[src/rtl/dds_pkg.sv]
package dds_pkg;

    localparam int SAMPLE_W   = 8;
    localparam int PHASE_W    = 32;
    localparam int GAIN_W     = 16;
    localparam int GAIN_RADIX = 8;
    localparam int ROM_DEPTH  = 256;
    localparam int ROM_AW     = $clog2(ROM_DEPTH);

    // byte offsets on the APB bus
    typedef enum logic [7:0] {
        CTRL        = 8'h00,
        RAW         = 8'h04,
        STEP        = 8'h08,
        FM_RAW      = 8'h0C,
        FM_GAIN     = 8'h10,
        FM_OFFSET   = 8'h14,
        AM_RAW      = 8'h18,
        AM_GAIN     = 8'h1C,
        AM_OFFSET   = 8'h20,
        NOISE_GAIN  = 8'h24,
        ROM_WR      = 8'h28,
        STAT_CTRL   = 8'h2C,
        STAT_LIMIT  = 8'h30,
        STAT_MINMAX = 8'h34,
        STAT_COUNT  = 8'h38
    } reg_addr_e;

    // modulation source, code 3 selects zero
    typedef enum logic [1:0] {
        SRC_RAW = 2'd0,
        SRC_INA = 2'd1,
        SRC_INB = 2'd2
    } src_sel_e;

    typedef enum logic [1:0] {
        OUT_RAW = 2'd0,
        OUT_DDS = 2'd1,
        OUT_INA = 2'd2,
        OUT_INB = 2'd3
    } out_sel_e;

    typedef struct packed {
        logic                       enable;
        logic [PHASE_W-1:0]         step;
        src_sel_e                   fm_sel;
        logic signed [SAMPLE_W-1:0] fm_raw;
        logic signed [GAIN_W-1:0]   fm_gain;
        logic signed [PHASE_W-1:0]  fm_offset;
    } dds_cfg_t;

    typedef struct packed {
        out_sel_e                   out_sel;
        logic signed [SAMPLE_W-1:0] raw;
        src_sel_e                   am_sel;
        logic signed [SAMPLE_W-1:0] am_raw;
        logic signed [GAIN_W-1:0]   am_gain;
        logic signed [GAIN_W-1:0]   am_offset;
        logic signed [SAMPLE_W-1:0] noise_gain;
    } mix_cfg_t;

    typedef struct packed {
        logic                valid;
        logic [ROM_AW-1:0]   addr;
        logic [SAMPLE_W-1:0] data;
    } rom_wr_t;

    typedef struct packed {
        logic        clear;
        logic        enable;
        logic [31:0] limit;
    } stat_cfg_t;

    typedef struct packed {
        logic signed [SAMPLE_W-1:0] min;
        logic signed [SAMPLE_W-1:0] max;
        logic [31:0]                count;
    } stat_res_t;

endpackage

[src/rtl/gain_offset_clamp.sv]
`timescale 1ns/1ps

module gain_offset_clamp import dds_pkg::*; #(
    parameter int IN_WIDTH     = 8,
    parameter int GAIN_WIDTH   = 16,
    parameter int OFFSET_WIDTH = 8,
    parameter int OUT_WIDTH    = 8
) (
    input  logic                           clk,
    input  logic signed [IN_WIDTH-1:0]     in_data,
    input  logic signed [GAIN_WIDTH-1:0]   gain,
    input  logic signed [OFFSET_WIDTH-1:0] offset,
    output logic signed [OUT_WIDTH-1:0]    out_data
);

    localparam int PROD_W = IN_WIDTH + GAIN_WIDTH;
    localparam int WIDE_W = (PROD_W > OFFSET_WIDTH) ? PROD_W : OFFSET_WIDTH;
    // one guard bit so the add never wraps
    localparam int SUM_W  = ((WIDE_W > OUT_WIDTH) ? WIDE_W : OUT_WIDTH) + 1;

    logic signed [PROD_W-1:0]  prod;
    logic signed [PROD_W-1:0]  scaled;
    logic signed [SUM_W-1:0]   sum;
    logic [SUM_W-OUT_WIDTH:0]  top;

    always_comb begin
        prod   = in_data * gain;
        scaled = prod >>> GAIN_RADIX;
        sum    = scaled + offset;
    end

    // all ones or all zeros above the output sign bit means it fits
    assign top = sum[SUM_W-1:OUT_WIDTH-1];

    always_ff @(posedge clk) begin
        if (&top || ~|top) begin
            out_data <= sum[OUT_WIDTH-1:0];
        end else if (sum[SUM_W-1]) begin
            out_data <= {1'b1, {(OUT_WIDTH-1){1'b0}}};
        end else begin
            out_data <= {1'b0, {(OUT_WIDTH-1){1'b1}}};
        end
    end

endmodule

[src/rtl/dds_regs.sv]
`timescale 1ns/1ps

module dds_regs import dds_pkg::*; (
    input  logic        clk,
    input  logic        rst_n,
    input  logic        psel,
    input  logic        penable,
    input  logic        pwrite,
    input  logic [31:0] paddr,
    input  logic [31:0] pwdata,
    input  stat_res_t   stat_res,
    output logic [31:0] prdata,
    output dds_cfg_t    dds_cfg,
    output mix_cfg_t    mix_cfg,
    output rom_wr_t     rom_wr,
    output stat_cfg_t   stat_cfg
);

    reg_addr_e addr;
    logic      addr_hit;
    logic      wr_en;

    assign addr     = reg_addr_e'(paddr[7:0]);
    assign addr_hit = (paddr[31:8] == '0);
    assign wr_en    = psel && penable && pwrite && addr_hit;

    always_ff @(posedge clk) begin
        if (!rst_n) begin
            dds_cfg         <= '0;
            mix_cfg         <= '0;
            rom_wr.valid    <= 1'b0;
            stat_cfg        <= '0;
        end else begin
            // pulses last one cycle unless rewritten
            rom_wr.valid   <= 1'b0;
            stat_cfg.clear <= 1'b0;
            if (wr_en) begin
                case (addr)
                    CTRL: begin
                        mix_cfg.out_sel <= out_sel_e'(pwdata[1:0]);
                        dds_cfg.enable  <= pwdata[2];
                        dds_cfg.fm_sel  <= src_sel_e'(pwdata[5:4]);
                        mix_cfg.am_sel  <= src_sel_e'(pwdata[7:6]);
                    end
                    RAW:        mix_cfg.raw        <= pwdata[SAMPLE_W-1:0];
                    STEP:       dds_cfg.step       <= pwdata[PHASE_W-1:0];
                    FM_RAW:     dds_cfg.fm_raw     <= pwdata[SAMPLE_W-1:0];
                    FM_GAIN:    dds_cfg.fm_gain    <= pwdata[GAIN_W-1:0];
                    FM_OFFSET:  dds_cfg.fm_offset  <= pwdata[PHASE_W-1:0];
                    AM_RAW:     mix_cfg.am_raw     <= pwdata[SAMPLE_W-1:0];
                    AM_GAIN:    mix_cfg.am_gain    <= pwdata[GAIN_W-1:0];
                    AM_OFFSET:  mix_cfg.am_offset  <= pwdata[GAIN_W-1:0];
                    NOISE_GAIN: mix_cfg.noise_gain <= pwdata[SAMPLE_W-1:0];
                    ROM_WR: begin
                        rom_wr.valid <= 1'b1;
                        rom_wr.addr  <= pwdata[15:8];
                        rom_wr.data  <= pwdata[7:0];
                    end
                    STAT_CTRL: begin
                        stat_cfg.clear  <= pwdata[0];
                        stat_cfg.enable <= pwdata[1];
                    end
                    STAT_LIMIT: stat_cfg.limit     <= pwdata;
                    default: ;
                endcase
            end
        end
    end

    // read mux, statistics come straight from sig_stats
    always_comb begin
        prdata = '0;
        if (psel && !pwrite && addr_hit) begin
            case (addr)
                CTRL: begin
                    prdata[7:0] = {mix_cfg.am_sel, dds_cfg.fm_sel, 1'b0,
                                   dds_cfg.enable, mix_cfg.out_sel};
                end
                RAW:         prdata = {24'b0, mix_cfg.raw};
                STEP:        prdata = dds_cfg.step;
                FM_RAW:      prdata = {24'b0, dds_cfg.fm_raw};
                FM_GAIN:     prdata = {16'b0, dds_cfg.fm_gain};
                FM_OFFSET:   prdata = dds_cfg.fm_offset;
                AM_RAW:      prdata = {24'b0, mix_cfg.am_raw};
                AM_GAIN:     prdata = {16'b0, mix_cfg.am_gain};
                AM_OFFSET:   prdata = {16'b0, mix_cfg.am_offset};
                NOISE_GAIN:  prdata = {24'b0, mix_cfg.noise_gain};
                STAT_CTRL:   prdata = {30'b0, stat_cfg.enable, 1'b0};
                STAT_LIMIT:  prdata = stat_cfg.limit;
                STAT_MINMAX: prdata = {16'b0, stat_res.max, stat_res.min};
                STAT_COUNT:  prdata = stat_res.count;
                default:     prdata = '0;
            endcase
        end
    end

    // a table write never stretches past one cycle
    a_rom_wr_pulse: assert property (
        @(posedge clk) disable iff (!rst_n) rom_wr.valid |=> !rom_wr.valid
    );

endmodule

[src/rtl/dds_core.sv]
`timescale 1ns/1ps

module dds_core import dds_pkg::*; (
    input  logic                       clk,
    input  logic                       rst_n,
    input  dds_cfg_t                   cfg,
    input  rom_wr_t                    rom_wr,
    input  logic signed [SAMPLE_W-1:0] ina_data,
    input  logic signed [SAMPLE_W-1:0] inb_data,
    output logic signed [SAMPLE_W-1:0] dds_sample
);

    logic signed [SAMPLE_W-1:0] fm_src;
    logic signed [PHASE_W-1:0]  fm_delta;
    logic [PHASE_W-1:0]         phase;
    logic [ROM_AW-1:0]          rom_addr;
    logic signed [SAMPLE_W-1:0] wave_rom [ROM_DEPTH];

    always_comb begin
        case (cfg.fm_sel)
            SRC_RAW: fm_src = cfg.fm_raw;
            SRC_INA: fm_src = ina_data;
            SRC_INB: fm_src = inb_data;
            default: fm_src = '0;
        endcase
    end

    // frequency offset, one cycle behind the source
    gain_offset_clamp #(
        .IN_WIDTH     (SAMPLE_W),
        .GAIN_WIDTH   (GAIN_W),
        .OFFSET_WIDTH (PHASE_W),
        .OUT_WIDTH    (PHASE_W)
    ) i_fm_clamp (
        .clk      (clk),
        .in_data  (fm_src),
        .gain     (cfg.fm_gain),
        .offset   (cfg.fm_offset),
        .out_data (fm_delta)
    );

    always_ff @(posedge clk) begin
        if (!rst_n) begin
            phase <= '0;
        end else if (!cfg.enable) begin
            phase <= '0;
        end else begin
            phase <= phase + cfg.step + fm_delta;
        end
    end

    // table indexed by the top phase bits
    assign rom_addr = phase[PHASE_W-1 -: ROM_AW];

    always_ff @(posedge clk) begin
        if (rom_wr.valid) begin
            wave_rom[rom_wr.addr] <= rom_wr.data;
        end
    end

    always_ff @(posedge clk) begin
        dds_sample <= wave_rom[rom_addr];
    end

    a_phase_held: assert property (
        @(posedge clk) disable iff (!rst_n) !cfg.enable |=> (phase == '0)
    );

endmodule

[src/rtl/signal_mixer.sv]
`timescale 1ns/1ps

module signal_mixer import dds_pkg::*; (
    input  logic                       clk,
    input  logic                       rst_n,
    input  mix_cfg_t                   cfg,
    input  logic signed [SAMPLE_W-1:0] dds_sample,
    input  logic signed [SAMPLE_W-1:0] ina_data,
    input  logic signed [SAMPLE_W-1:0] inb_data,
    output logic signed [SAMPLE_W-1:0] dds_data_out
);

    logic signed [SAMPLE_W-1:0]   out_src;
    logic signed [SAMPLE_W-1:0]   am_src;
    logic signed [GAIN_W-1:0]     am_factor;
    logic [SAMPLE_W-1:0]          lfsr;
    logic                         lfsr_fb;
    logic signed [2*SAMPLE_W-1:0] noise_prod;
    logic signed [SAMPLE_W-1:0]   stage1_sample;
    logic signed [SAMPLE_W-1:0]   stage1_noise;

    always_comb begin
        case (cfg.out_sel)
            OUT_RAW: out_src = cfg.raw;
            OUT_DDS: out_src = dds_sample;
            OUT_INA: out_src = ina_data;
            default: out_src = inb_data;
        endcase
        case (cfg.am_sel)
            SRC_RAW: am_src = cfg.am_raw;
            SRC_INA: am_src = ina_data;
            SRC_INB: am_src = inb_data;
            default: am_src = '0;
        endcase
    end

    // taps 8 6 5 4, maximal length
    assign lfsr_fb    = lfsr[7] ^ lfsr[5] ^ lfsr[4] ^ lfsr[3];
    assign noise_prod = $signed(lfsr) * cfg.noise_gain;

    always_ff @(posedge clk) begin
        if (!rst_n) begin
            lfsr          <= '1;
            stage1_sample <= '0;
            stage1_noise  <= '0;
        end else begin
            lfsr          <= {lfsr[SAMPLE_W-2:0], lfsr_fb};
            stage1_sample <= out_src;
            // upper byte is the arithmetic shift by 8
            stage1_noise  <= noise_prod[2*SAMPLE_W-1:SAMPLE_W];
        end
    end

    // am factor lines up with stage 1
    gain_offset_clamp #(
        .IN_WIDTH     (SAMPLE_W),
        .GAIN_WIDTH   (GAIN_W),
        .OFFSET_WIDTH (GAIN_W),
        .OUT_WIDTH    (GAIN_W)
    ) i_am_clamp (
        .clk      (clk),
        .in_data  (am_src),
        .gain     (cfg.am_gain),
        .offset   (cfg.am_offset),
        .out_data (am_factor)
    );

    gain_offset_clamp #(
        .IN_WIDTH     (SAMPLE_W),
        .GAIN_WIDTH   (GAIN_W),
        .OFFSET_WIDTH (SAMPLE_W),
        .OUT_WIDTH    (SAMPLE_W)
    ) i_modulator (
        .clk      (clk),
        .in_data  (stage1_sample),
        .gain     (am_factor),
        .offset   (stage1_noise),
        .out_data (dds_data_out)
    );

    a_lfsr_live: assert property (
        @(posedge clk) disable iff (!rst_n) lfsr != '0
    );

endmodule

[src/rtl/sig_stats.sv]
`timescale 1ns/1ps

module sig_stats import dds_pkg::*; (
    input  logic                       clk,
    input  logic                       rst_n,
    input  stat_cfg_t                  cfg,
    input  logic signed [SAMPLE_W-1:0] sample,
    output stat_res_t                  res
);

    logic take;

    assign take = cfg.enable && (res.count < cfg.limit);

    always_ff @(posedge clk) begin
        if (!rst_n) begin
            res <= '0;
        end else if (cfg.clear) begin
            res.min   <= {1'b0, {(SAMPLE_W-1){1'b1}}};
            res.max   <= {1'b1, {(SAMPLE_W-1){1'b0}}};
            res.count <= '0;
        end else if (take) begin
            res.count <= res.count + 1'b1;
            // first sample seeds both extremes, same as folding into a clear
            if (res.count == '0) begin
                res.min <= sample;
                res.max <= sample;
            end else begin
                if (sample < res.min) begin
                    res.min <= sample;
                end
                if (sample > res.max) begin
                    res.max <= sample;
                end
            end
        end
    end

    a_min_le_max: assert property (
        @(posedge clk) disable iff (!rst_n) (res.count != '0) |-> (res.min <= res.max)
    );

endmodule

[src/rtl/dds_block.sv]
`timescale 1ns/1ps

module dds_block import dds_pkg::*; (
    input  logic                       clk,
    input  logic                       rst_n,
    input  logic                       psel,
    input  logic                       penable,
    input  logic                       pwrite,
    input  logic [31:0]                paddr,
    input  logic [31:0]                pwdata,
    input  logic signed [SAMPLE_W-1:0] ina_data,
    input  logic signed [SAMPLE_W-1:0] inb_data,
    output logic [31:0]                prdata,
    output logic signed [SAMPLE_W-1:0] dds_data_out
);

    dds_cfg_t                   dds_cfg;
    mix_cfg_t                   mix_cfg;
    rom_wr_t                    rom_wr;
    stat_cfg_t                  stat_cfg;
    stat_res_t                  stat_res;
    logic signed [SAMPLE_W-1:0] dds_sample;

    dds_regs i_regs (
        .clk      (clk),
        .rst_n    (rst_n),
        .psel     (psel),
        .penable  (penable),
        .pwrite   (pwrite),
        .paddr    (paddr),
        .pwdata   (pwdata),
        .stat_res (stat_res),
        .prdata   (prdata),
        .dds_cfg  (dds_cfg),
        .mix_cfg  (mix_cfg),
        .rom_wr   (rom_wr),
        .stat_cfg (stat_cfg)
    );

    dds_core i_core (
        .clk        (clk),
        .rst_n      (rst_n),
        .cfg        (dds_cfg),
        .rom_wr     (rom_wr),
        .ina_data   (ina_data),
        .inb_data   (inb_data),
        .dds_sample (dds_sample)
    );

    signal_mixer i_mixer (
        .clk          (clk),
        .rst_n        (rst_n),
        .cfg          (mix_cfg),
        .dds_sample   (dds_sample),
        .ina_data     (ina_data),
        .inb_data     (inb_data),
        .dds_data_out (dds_data_out)
    );

    // statistics watch the exported output
    sig_stats i_stats (
        .clk    (clk),
        .rst_n  (rst_n),
        .cfg    (stat_cfg),
        .sample (dds_data_out),
        .res    (stat_res)
    );

endmodule

[config.mk]
export PLATFORM = sky130hd
export DESIGN_NAME = dds_block
export DESIGN_NICKNAME = d
export VERILOG_FILES = /design/src/rtl/dds_pkg.sv /design/src/rtl/gain_offset_clamp.sv /design/src/rtl/dds_regs.sv /design/src/rtl/dds_core.sv /design/src/rtl/signal_mixer.sv /design/src/rtl/sig_stats.sv /design/src/rtl/dds_block.sv
export SDC_FILE = /design/constraint.sdc
export NUM_CORES = 2
export LEC_CHECK = 0
export ABC_AREA = 1
export BUFFER_PORTS_ARGS = -buffer_cell sky130_fd_sc_hd__buf_4
export CORE_ASPECT_RATIO = 0.75
export CORE_MARGIN = 4
export CORE_UTILIZATION = 30
export DETAILED_ROUTE_END_ITERATION = 16
export SETUP_SLACK_MARGIN = 0.02
export SLEW_MARGIN = 20
export SYNTH_ARGS = -nofsm -noshare
export SYNTH_HDL_FRONTEND = slang
export SYNTH_SLANG_ARGS = --single-unit
[constraint.sdc]
create_clock -name clk -period 9.3 [get_ports clk]
set_input_delay 0.465 -clock clk [delete_from_list [all_inputs] [get_ports clk]]
set_output_delay 0.465 -clock clk [all_outputs]
set_load 0.05 [all_outputs]
# --- After elaboration in Yosys (flattened, before gate mapping) ---
# Memories as Yosys holds them, arrays and structs flattened. A register that Yosys moved wholly into a read port is not among the register bits.
# Cells that the tools add are included.
totals:
  regBits: 362
  mem_bits_rw: 2048
  inputBits: 85
  output_inout_bits: 40
  wordCells: 140
  memories: 1
mem_list:
  columns: ["name", "depth", "width", "rd", "rd_clocked_by_memory_dff", "write_ports", "line_no", "text"]
  rows:
  - ["i_core.wave_rom", 256, 8, 1, 1, 1, "dds_core.sv:17", "logic signed [SAMPLE_W-1:0] wave_rom [ROM_DEPTH];"]
op_classes:
  n_addsub: 6
  mul: 4
  n_lt_le_gt_ge: 3
  n_eq_ne: 20
  muxes: 20
  bitwise_logic: 4
  n_reduce_logical: 51
ops:
  columns: ["operator", "n"]
  rows:
  - ["24-bit case mux with 8 select lines", 1]
  - ["8-bit case mux with 14 select lines", 1]
  - ["32-bit 2-to-1 mux", 3]
  - ["47-bit 2-to-1 mux", 2]
  - ["8-bit by 16-bit multiplier with 24-bit output", 3]
  - ["8-bit case mux with 3 select lines", 3]
  - ["32-bit adder", 2]
  - ["8-bit by 6-bit == test with 1-bit output, second input constant", 7]
  - ["16-bit 2-to-1 mux", 3]
  - ["2-bit AND reduction", 19]
  - ["16-bit by 32-bit adder with 33-bit output", 1]
  - ["32-bit by 1-bit adder with 32-bit output, second input constant", 1]
  - ["8-bit by 5-bit == test with 1-bit output, second input constant", 4]
  - ["32-bit zero test", 1]
  - ["32-bit less-than comparator", 1]
  - ["8-bit 2-to-1 mux", 4]
  - ["24-bit zero test", 1]
  - ["18-bit AND reduction", 1]
  - ["18-bit OR reduction", 1]
  - ["16-bit by 16-bit adder with 17-bit output", 1]
  - ["16-bit by 8-bit adder with 17-bit output", 1]
  - ["17-bit 2-to-1 mux", 1]
  - ["8-bit by 4-bit == test with 1-bit output, second input constant", 2]
  - ["8-bit by 8-bit multiplier with 16-bit output", 1]
  - ["19 further kinds", 43]

# --- Logic depth before layout (Yosys ltp) ---
depth:
  depth_word: 8
  ltp_mapped: 41
  mapped_depth_nobuf: 39

# --- Cells and area by module ---
# A second synthesis with hierarchy kept.
hier_totals:
  hier_cells: 13251
  hier_area_um2: 125107.5
modules_own_cells:
  columns: ["module", "instances", "cells_per_inst", "area_each_um2", "seq_area_each_um2"]
  rows:
  - ["dds_core", 1, 7449, 86718.2, 62299.8]
  - ["dds_regs", 1, 1663, 10595.2, 4204.0]
  - ["gain_offset_clamp at i_core.i_fm_clamp", 1, 1162, 7768.7, 640.6]
  - ["gain_offset_clamp at i_mixer.i_am_clamp", 1, 913, 6232.2, 320.3]
  - ["gain_offset_clamp at i_mixer.i_modulator", 1, 920, 6120.9, 160.2]
  - ["sig_stats", 1, 616, 3988.8, 960.9]
  - ["signal_mixer", 1, 528, 3683.5, 480.5]

# --- Worst setup path before layout ---
# Ideal clock, no wire load.
synth_timing:
  path_kind: "register to register"
  startpoint: "register, netlist name i_regs.dds_cfg[57]"
  endpoint: "register i_core.i_fm_clamp.out_data[21]"
  setup_ns: 0.133
  arrival_time_ns: 6.879
  required_time_ns: 9.167
  setup_slack_ns: 2.288
  stages_incl_launch_ff: 34
  path_buffers: 2
  period_less_slack_ns: 7.012
  cell_sequence: "dfxtp_1 inv_1 nor2_1 inv_1 o221ai_1 clkbuf_1 nand2_1 fa_1 inv_1 fa_1 fa_1 inv_1 fa_1 inv_1 ha_1 a21oi_1 o21ai_0 a21oi_1 nand2_1 nand2_1 nand3_1 xnor2_1 ha_1 a21oi_1 o21ai_0 a21oi_1 nand2_1 nand2_1 nand2_1 nand2_1 nand2_1 nand2_1 buf_1 o21ai_0"
synth_via:
  elab_chain_cells: 8
  word_cells_on_any_way: 12
  classes_between: "add/sub: 1; mul: 1; eq/ne: 2; mux: 3; reduce/logical: 5"
synth_lines:
  columns: ["item", "line_no", "text"]
  rows:
  - ["2-bit == test, or another cell as far along", "dds_core.sv:20", "case (cfg.fm_sel)"]
  - ["8-bit case mux with 3 select lines (*)", "dds_core.sv:20", null]
  - ["8-bit by 16-bit multiplier with 24-bit output (*)", "gain_offset_clamp.sv:27", "prod = in_data * gain;"]
  - ["16-bit by 32-bit adder with 33-bit output (*)", "gain_offset_clamp.sv:29", "sum = scaled + offset;"]
  - ["2-bit OR reduction", "gain_offset_clamp.sv:36", "if (&top || ~|top) begin"]
  - ["1-bit zero test", "gain_offset_clamp.sv:36", null]
  - ["1-bit logical OR", "gain_offset_clamp.sv:36", null]
  - ["32-bit 2-to-1 mux (*)", "gain_offset_clamp.sv:36", null]
  - ["to (signal assigned)", "gain_offset_clamp.sv:37", "out_data <= sum[OUT_WIDTH-1:0];"]
  - ["to (signal assigned)", "gain_offset_clamp.sv:39", "out_data <= {1'b1, {(OUT_WIDTH-1){1'b0}}};"]
  - ["to (signal assigned)", "gain_offset_clamp.sv:41", "out_data <= {1'b0, {(OUT_WIDTH-1){1'b1}}};"]
  - ["to (decl)", "gain_offset_clamp.sv:13", "output logic signed [OUT_WIDTH-1:0] out_data"]
# Mark *: on every way between the ends. The rest lies on a longest branch, timed or not.
# A chain may end at the register's enable or synchronous reset.

# --- Final worst setup path ---
layout_timing:
  startpoint: "register, netlist name i_regs.dds_cfg[57]"
  endpoint: "register i_core.i_fm_clamp.out_data[8]"
layout_via:
  elab_chain_cells: 8
  word_cells_on_any_way: 12
  classes_between: "add/sub: 1; mul: 1; eq/ne: 2; mux: 3; reduce/logical: 5"
layout_lines:
  columns: ["item", "line_no"]
  rows:
  - ["2-bit == test, or another cell as far along", "dds_core.sv:20"]
  - ["8-bit case mux with 3 select lines (*)", "dds_core.sv:20"]
  - ["8-bit by 16-bit multiplier with 24-bit output (*)", "gain_offset_clamp.sv:27"]
  - ["16-bit by 32-bit adder with 33-bit output (*)", "gain_offset_clamp.sv:29"]
  - ["2-bit OR reduction", "gain_offset_clamp.sv:36"]
  - ["1-bit zero test", "gain_offset_clamp.sv:36"]
  - ["1-bit logical OR", "gain_offset_clamp.sv:36"]
  - ["32-bit 2-to-1 mux (*)", "gain_offset_clamp.sv:36"]
# Marks and branches as above.

==> flow_summary_export.csv <==
group,metric,value,unit
sta,rsz0062_at_grt,"no",
finish,nets,13000,
floorplanning,core.rowCount,202,
synthesis,synth_area_per_cell,9.82,sq um
clock_tree,cts_tree,"built",
floorplanning,ios,125,
sta,setup_viol,0,
sta,setup_tns,0,ns
sta,fin_crit_sh,0.885,
finish,final_area,135000,sq um
synthesis,syn_area,122000,sq um
grt,antenna_found_initial,9,
finish,drive_gt1_frac,0.0479,
worst_setup_path,worstSetupPathType,"register to register",
detailed_routing,dr_total_vias,88800,
worst_setup_path,reg2regPathDepth,35,
floorplanning,start_util,0.301,
outcome,status,"completed",
power,irDropWorstVdd,174,uV
worst_hold_path,hold_depth,2,
clock_tree,cts-root-buf,"clkbuf_16",
sta,tightest_slew,1.25,ns
worst_hold_path,hp-start,"rst_n",
grt,grt_usage,0.169,
placed_design,preCtsSetupSlack,1.15,ns
finish,syn2layout_area_growth,11.1,%
placed_design,hpwlAfterDp,232,mm
worst_setup_path,worstPathRequired,10.05,ns
finish,layout_common_cells,"nand2_1 (3318), nand3_1 (2167), edfxtp_1 (2064), inv_1 (1222), nor2_1 (564)",
synthesis,synth_top_area_frac,0.509,
floorplanning,die_w,744,um
synthesis,async_reset_ff_frac,0,
synthesis,synth_edf_count,2064,
worst_setup_path,critPathLaunchType,"register",
power,finalPower,21.0,mW
worst_setup_path,rr_endpoint,"i_core.i_fm_clamp.out_data[8]",
sta,fin_skew,0.106,ns
worst_setup_path,r2r_start,"i_regs.dds_cfg[57]",
sta,relSlewSlack,0.165,
detailed_routing,drtPass1Iterations,5,
grt,grt_max_degree,188,
detailed_routing,drc_errors,0,
synthesis,synthFlopType,"edfxtp_1",
synthesis,synth_seq_area_share,0.567,
clock_tree,cts_buffer_depth,4,
worst_setup_path,regToRegSetupSlack,1.07,ns
synthesis,yosysTopAreaCell,"edfxtp_1",
finish,layout_commonest_cell,"nand2_1",
clock_tree,cts_buffers,234,
sta,fmax,0.121,GHz
worst_setup_path,crit_slowest_cell,"nand4_1",
synthesis,ys_top_cells_by_area,"edfxtp_1 (51%), nand2_1 (10%), nand3_1 (8.9%)",
synthesis,netlist_instances,12400,
detailed_routing,avgViaCountPerCell,4.98,
worst_hold_path,worstHoldPathType,"input port to register",
grt,grt_pass1_vias,81600,
finish,fin_cells,17800,
worst_setup_path,critPathCaptureType,"register",
synthesis,synth_warnings,0,
placed_design,dp.cells,17400,
placed_design,port_buffers,124,
clock_tree,cts_sinks,2418,
floorplanning,core_area,404000,sq um
sta,finalHoldViolCount,0,
detailed_routing,drt_iter0_drc,10900,
clock_tree,path_clk_slew,0.06,ns
placed_design,place_area,128000,sq um
power,power-per-cell-area,155,nW/um^2
worst_hold_path,holdPathEnd,"i_mixer.lfsr[1]",
detailed_routing,drtAntennaViolNets,0,
floorplanning,die-height,560,um
placed_design,gp_congestion,0.944,
worst_setup_path,worst-endpoint-arrival,8.99,ns
detailed_routing,wl_per_cell,20.5,um
synthesis,synth_nets,13200,
clock_tree,cts_htree_levels,4,
clock_tree,clkLatencyLatePin,0.96,ns
sta,finalMaxSlewViolations,0,
synthesis,synth.distinct_cells,52,
worst_setup_path,max_stage_delay,0.67,ns
detailed_routing,drt-total-wl,364,mm
finish,final_util,0.335,
sta,whs,0.0848,ns
power,leakagePower,51.9,nW
worst_setup_path,cp_max_fo,21,
job,max-cap-violations,0,
grt,grt_pass1_wl,544,mm
synthesis,ys_ff_latch,2418,
worst_setup_path,path_common_cell,"nand2_1",
grt,grt_overflow_total,0,
sta,period_minus_slack,8.23,ns
sta,setup_ws,1.07,ns
floorplanning,die_area,416000,sq um
==> cell type report <==
| type | instances | area, sq um |
|---|---|---|
| antenna | 3 | 7.51 |
| tap | 5406 | 6760 |
| sequential | 2418 | 69100 |
| fill | 40900 | 269000 |
| multi-input combinational | 8073 | 45300 |
| clock buffer | 310 | 6310 |
| clock inverter | 110 | 887 |
| inverter | 1237 | 4670 |
| timing repair buffer | 253 | 2190 |
==> worst max-delay path by stage <==
stage	from	end	slack (ns)	cells after the start
floorplan	i_regs.dds_cfg[57]	i_core.i_fm_clamp.out_data[21]	2.29	33
global placement	inb_data[0]	i_core.i_fm_clamp.out_data[13]	1.22	34
detailed placement	inb_data[0]	i_core.i_fm_clamp.out_data[30]	1.15	34
CTS	i_regs.dds_cfg[57]	i_core.i_fm_clamp.out_data[30]	1.23	35
global route	i_regs.dds_cfg[57]	i_core.i_fm_clamp.out_data[30]	0.44	35
finish	i_regs.dds_cfg[57]	i_core.i_fm_clamp.out_data[8]	1.07	35
==> critical path, delay by kind of cell (launching register included) <==
kind                       cells  cell delay, ns
adders and majority gates      6            2.65
and+or+nand+nor               15            2.13
DFF                            1            0.32
AOI/OAI and AO/OA              6            1.53
xor gates and xnor gates       1            0.29
buffers and inverters          7            1.16
==> state kept, by name (all words and copies together), names as in the netlist, 16 cells and up <==
register,flops
i_regs.rom_wr,17
i_core.wave_rom,2048
i_mixer.i_am_clamp.out_data,16
i_regs.mix_cfg,60
i_stats.res,48
i_regs.dds_cfg,91
i_regs.stat_cfg,34
i_core.i_fm_clamp.out_data,32
i_core.phase,32
==> cell usage after synthesis, types with 4 or more instances <==
library cell and n:
nor3_1 69, nor4_1 15, o2111ai_1 7, a21oi_1 488
dfxtp_1 354, a211oi_1 5, o221ai_1 5, and2_1 5
nand2_1 3327, nand3_1 2167, inv_2 9, ha_1 299
o21bai_1 21, nand3_2 6, a31oi_1 12, or2_2 15
xor2_1 96, and3_1 5, inv_1 1225, xnor2_1 52
buf_2 153, a21o_1 17, edfxtp_1 2064, o21a_1 201
buf_1 88, nor2_1 564, nand4_1 29, o22ai_1 78
fa_1 391, clkbuf_2 16, a221oi_1 12, o211ai_1 12
nand3b_1 4, clkbuf_1 411, o21ai_0 149
==> logic make-up after synthesis <==
group / synth area share
AO/OA/AOI/OAI: 0.0489
XOR/XNOR: 0.0106
adder cells (fa/ha/maj): 0.0950
buffers and inverters: 0.0607
flip-flops: 0.567
AND/OR/NAND/NOR: 0.217
==> metal layers <==
layer | wire length (um) | vias to the layer above | GRT usage | part of all wire
met4 | 9560 | 6 | 0.0425 | 0.026
met1 | 170000 | 43000 | 0.264 | 0.47
li1 | - | 41300 | - | -
met5 | 39 | - | 0 | 0.00011
met3 | 35400 | 519 | 0.0339 | 0.097
met2 | 150000 | 3875 | 0.236 | 0.41
==> where the power goes <==
part	switching (mW)	internal, mW
Clock	4.19	5.06
Sequential	0.00219	11.6
Combinational	0.0862	0.0360
Total	4.28	16.7
==> timing repair <==
item,4_1_cts,5_1_grt
hold buffers,32,0
resized for setup,0,0
buffers inserted,0,0
setup endpoints to repair,0,0
endpoints found under the hold margin,120,0
Note: power is estimated with default switching activity, not from simulation.
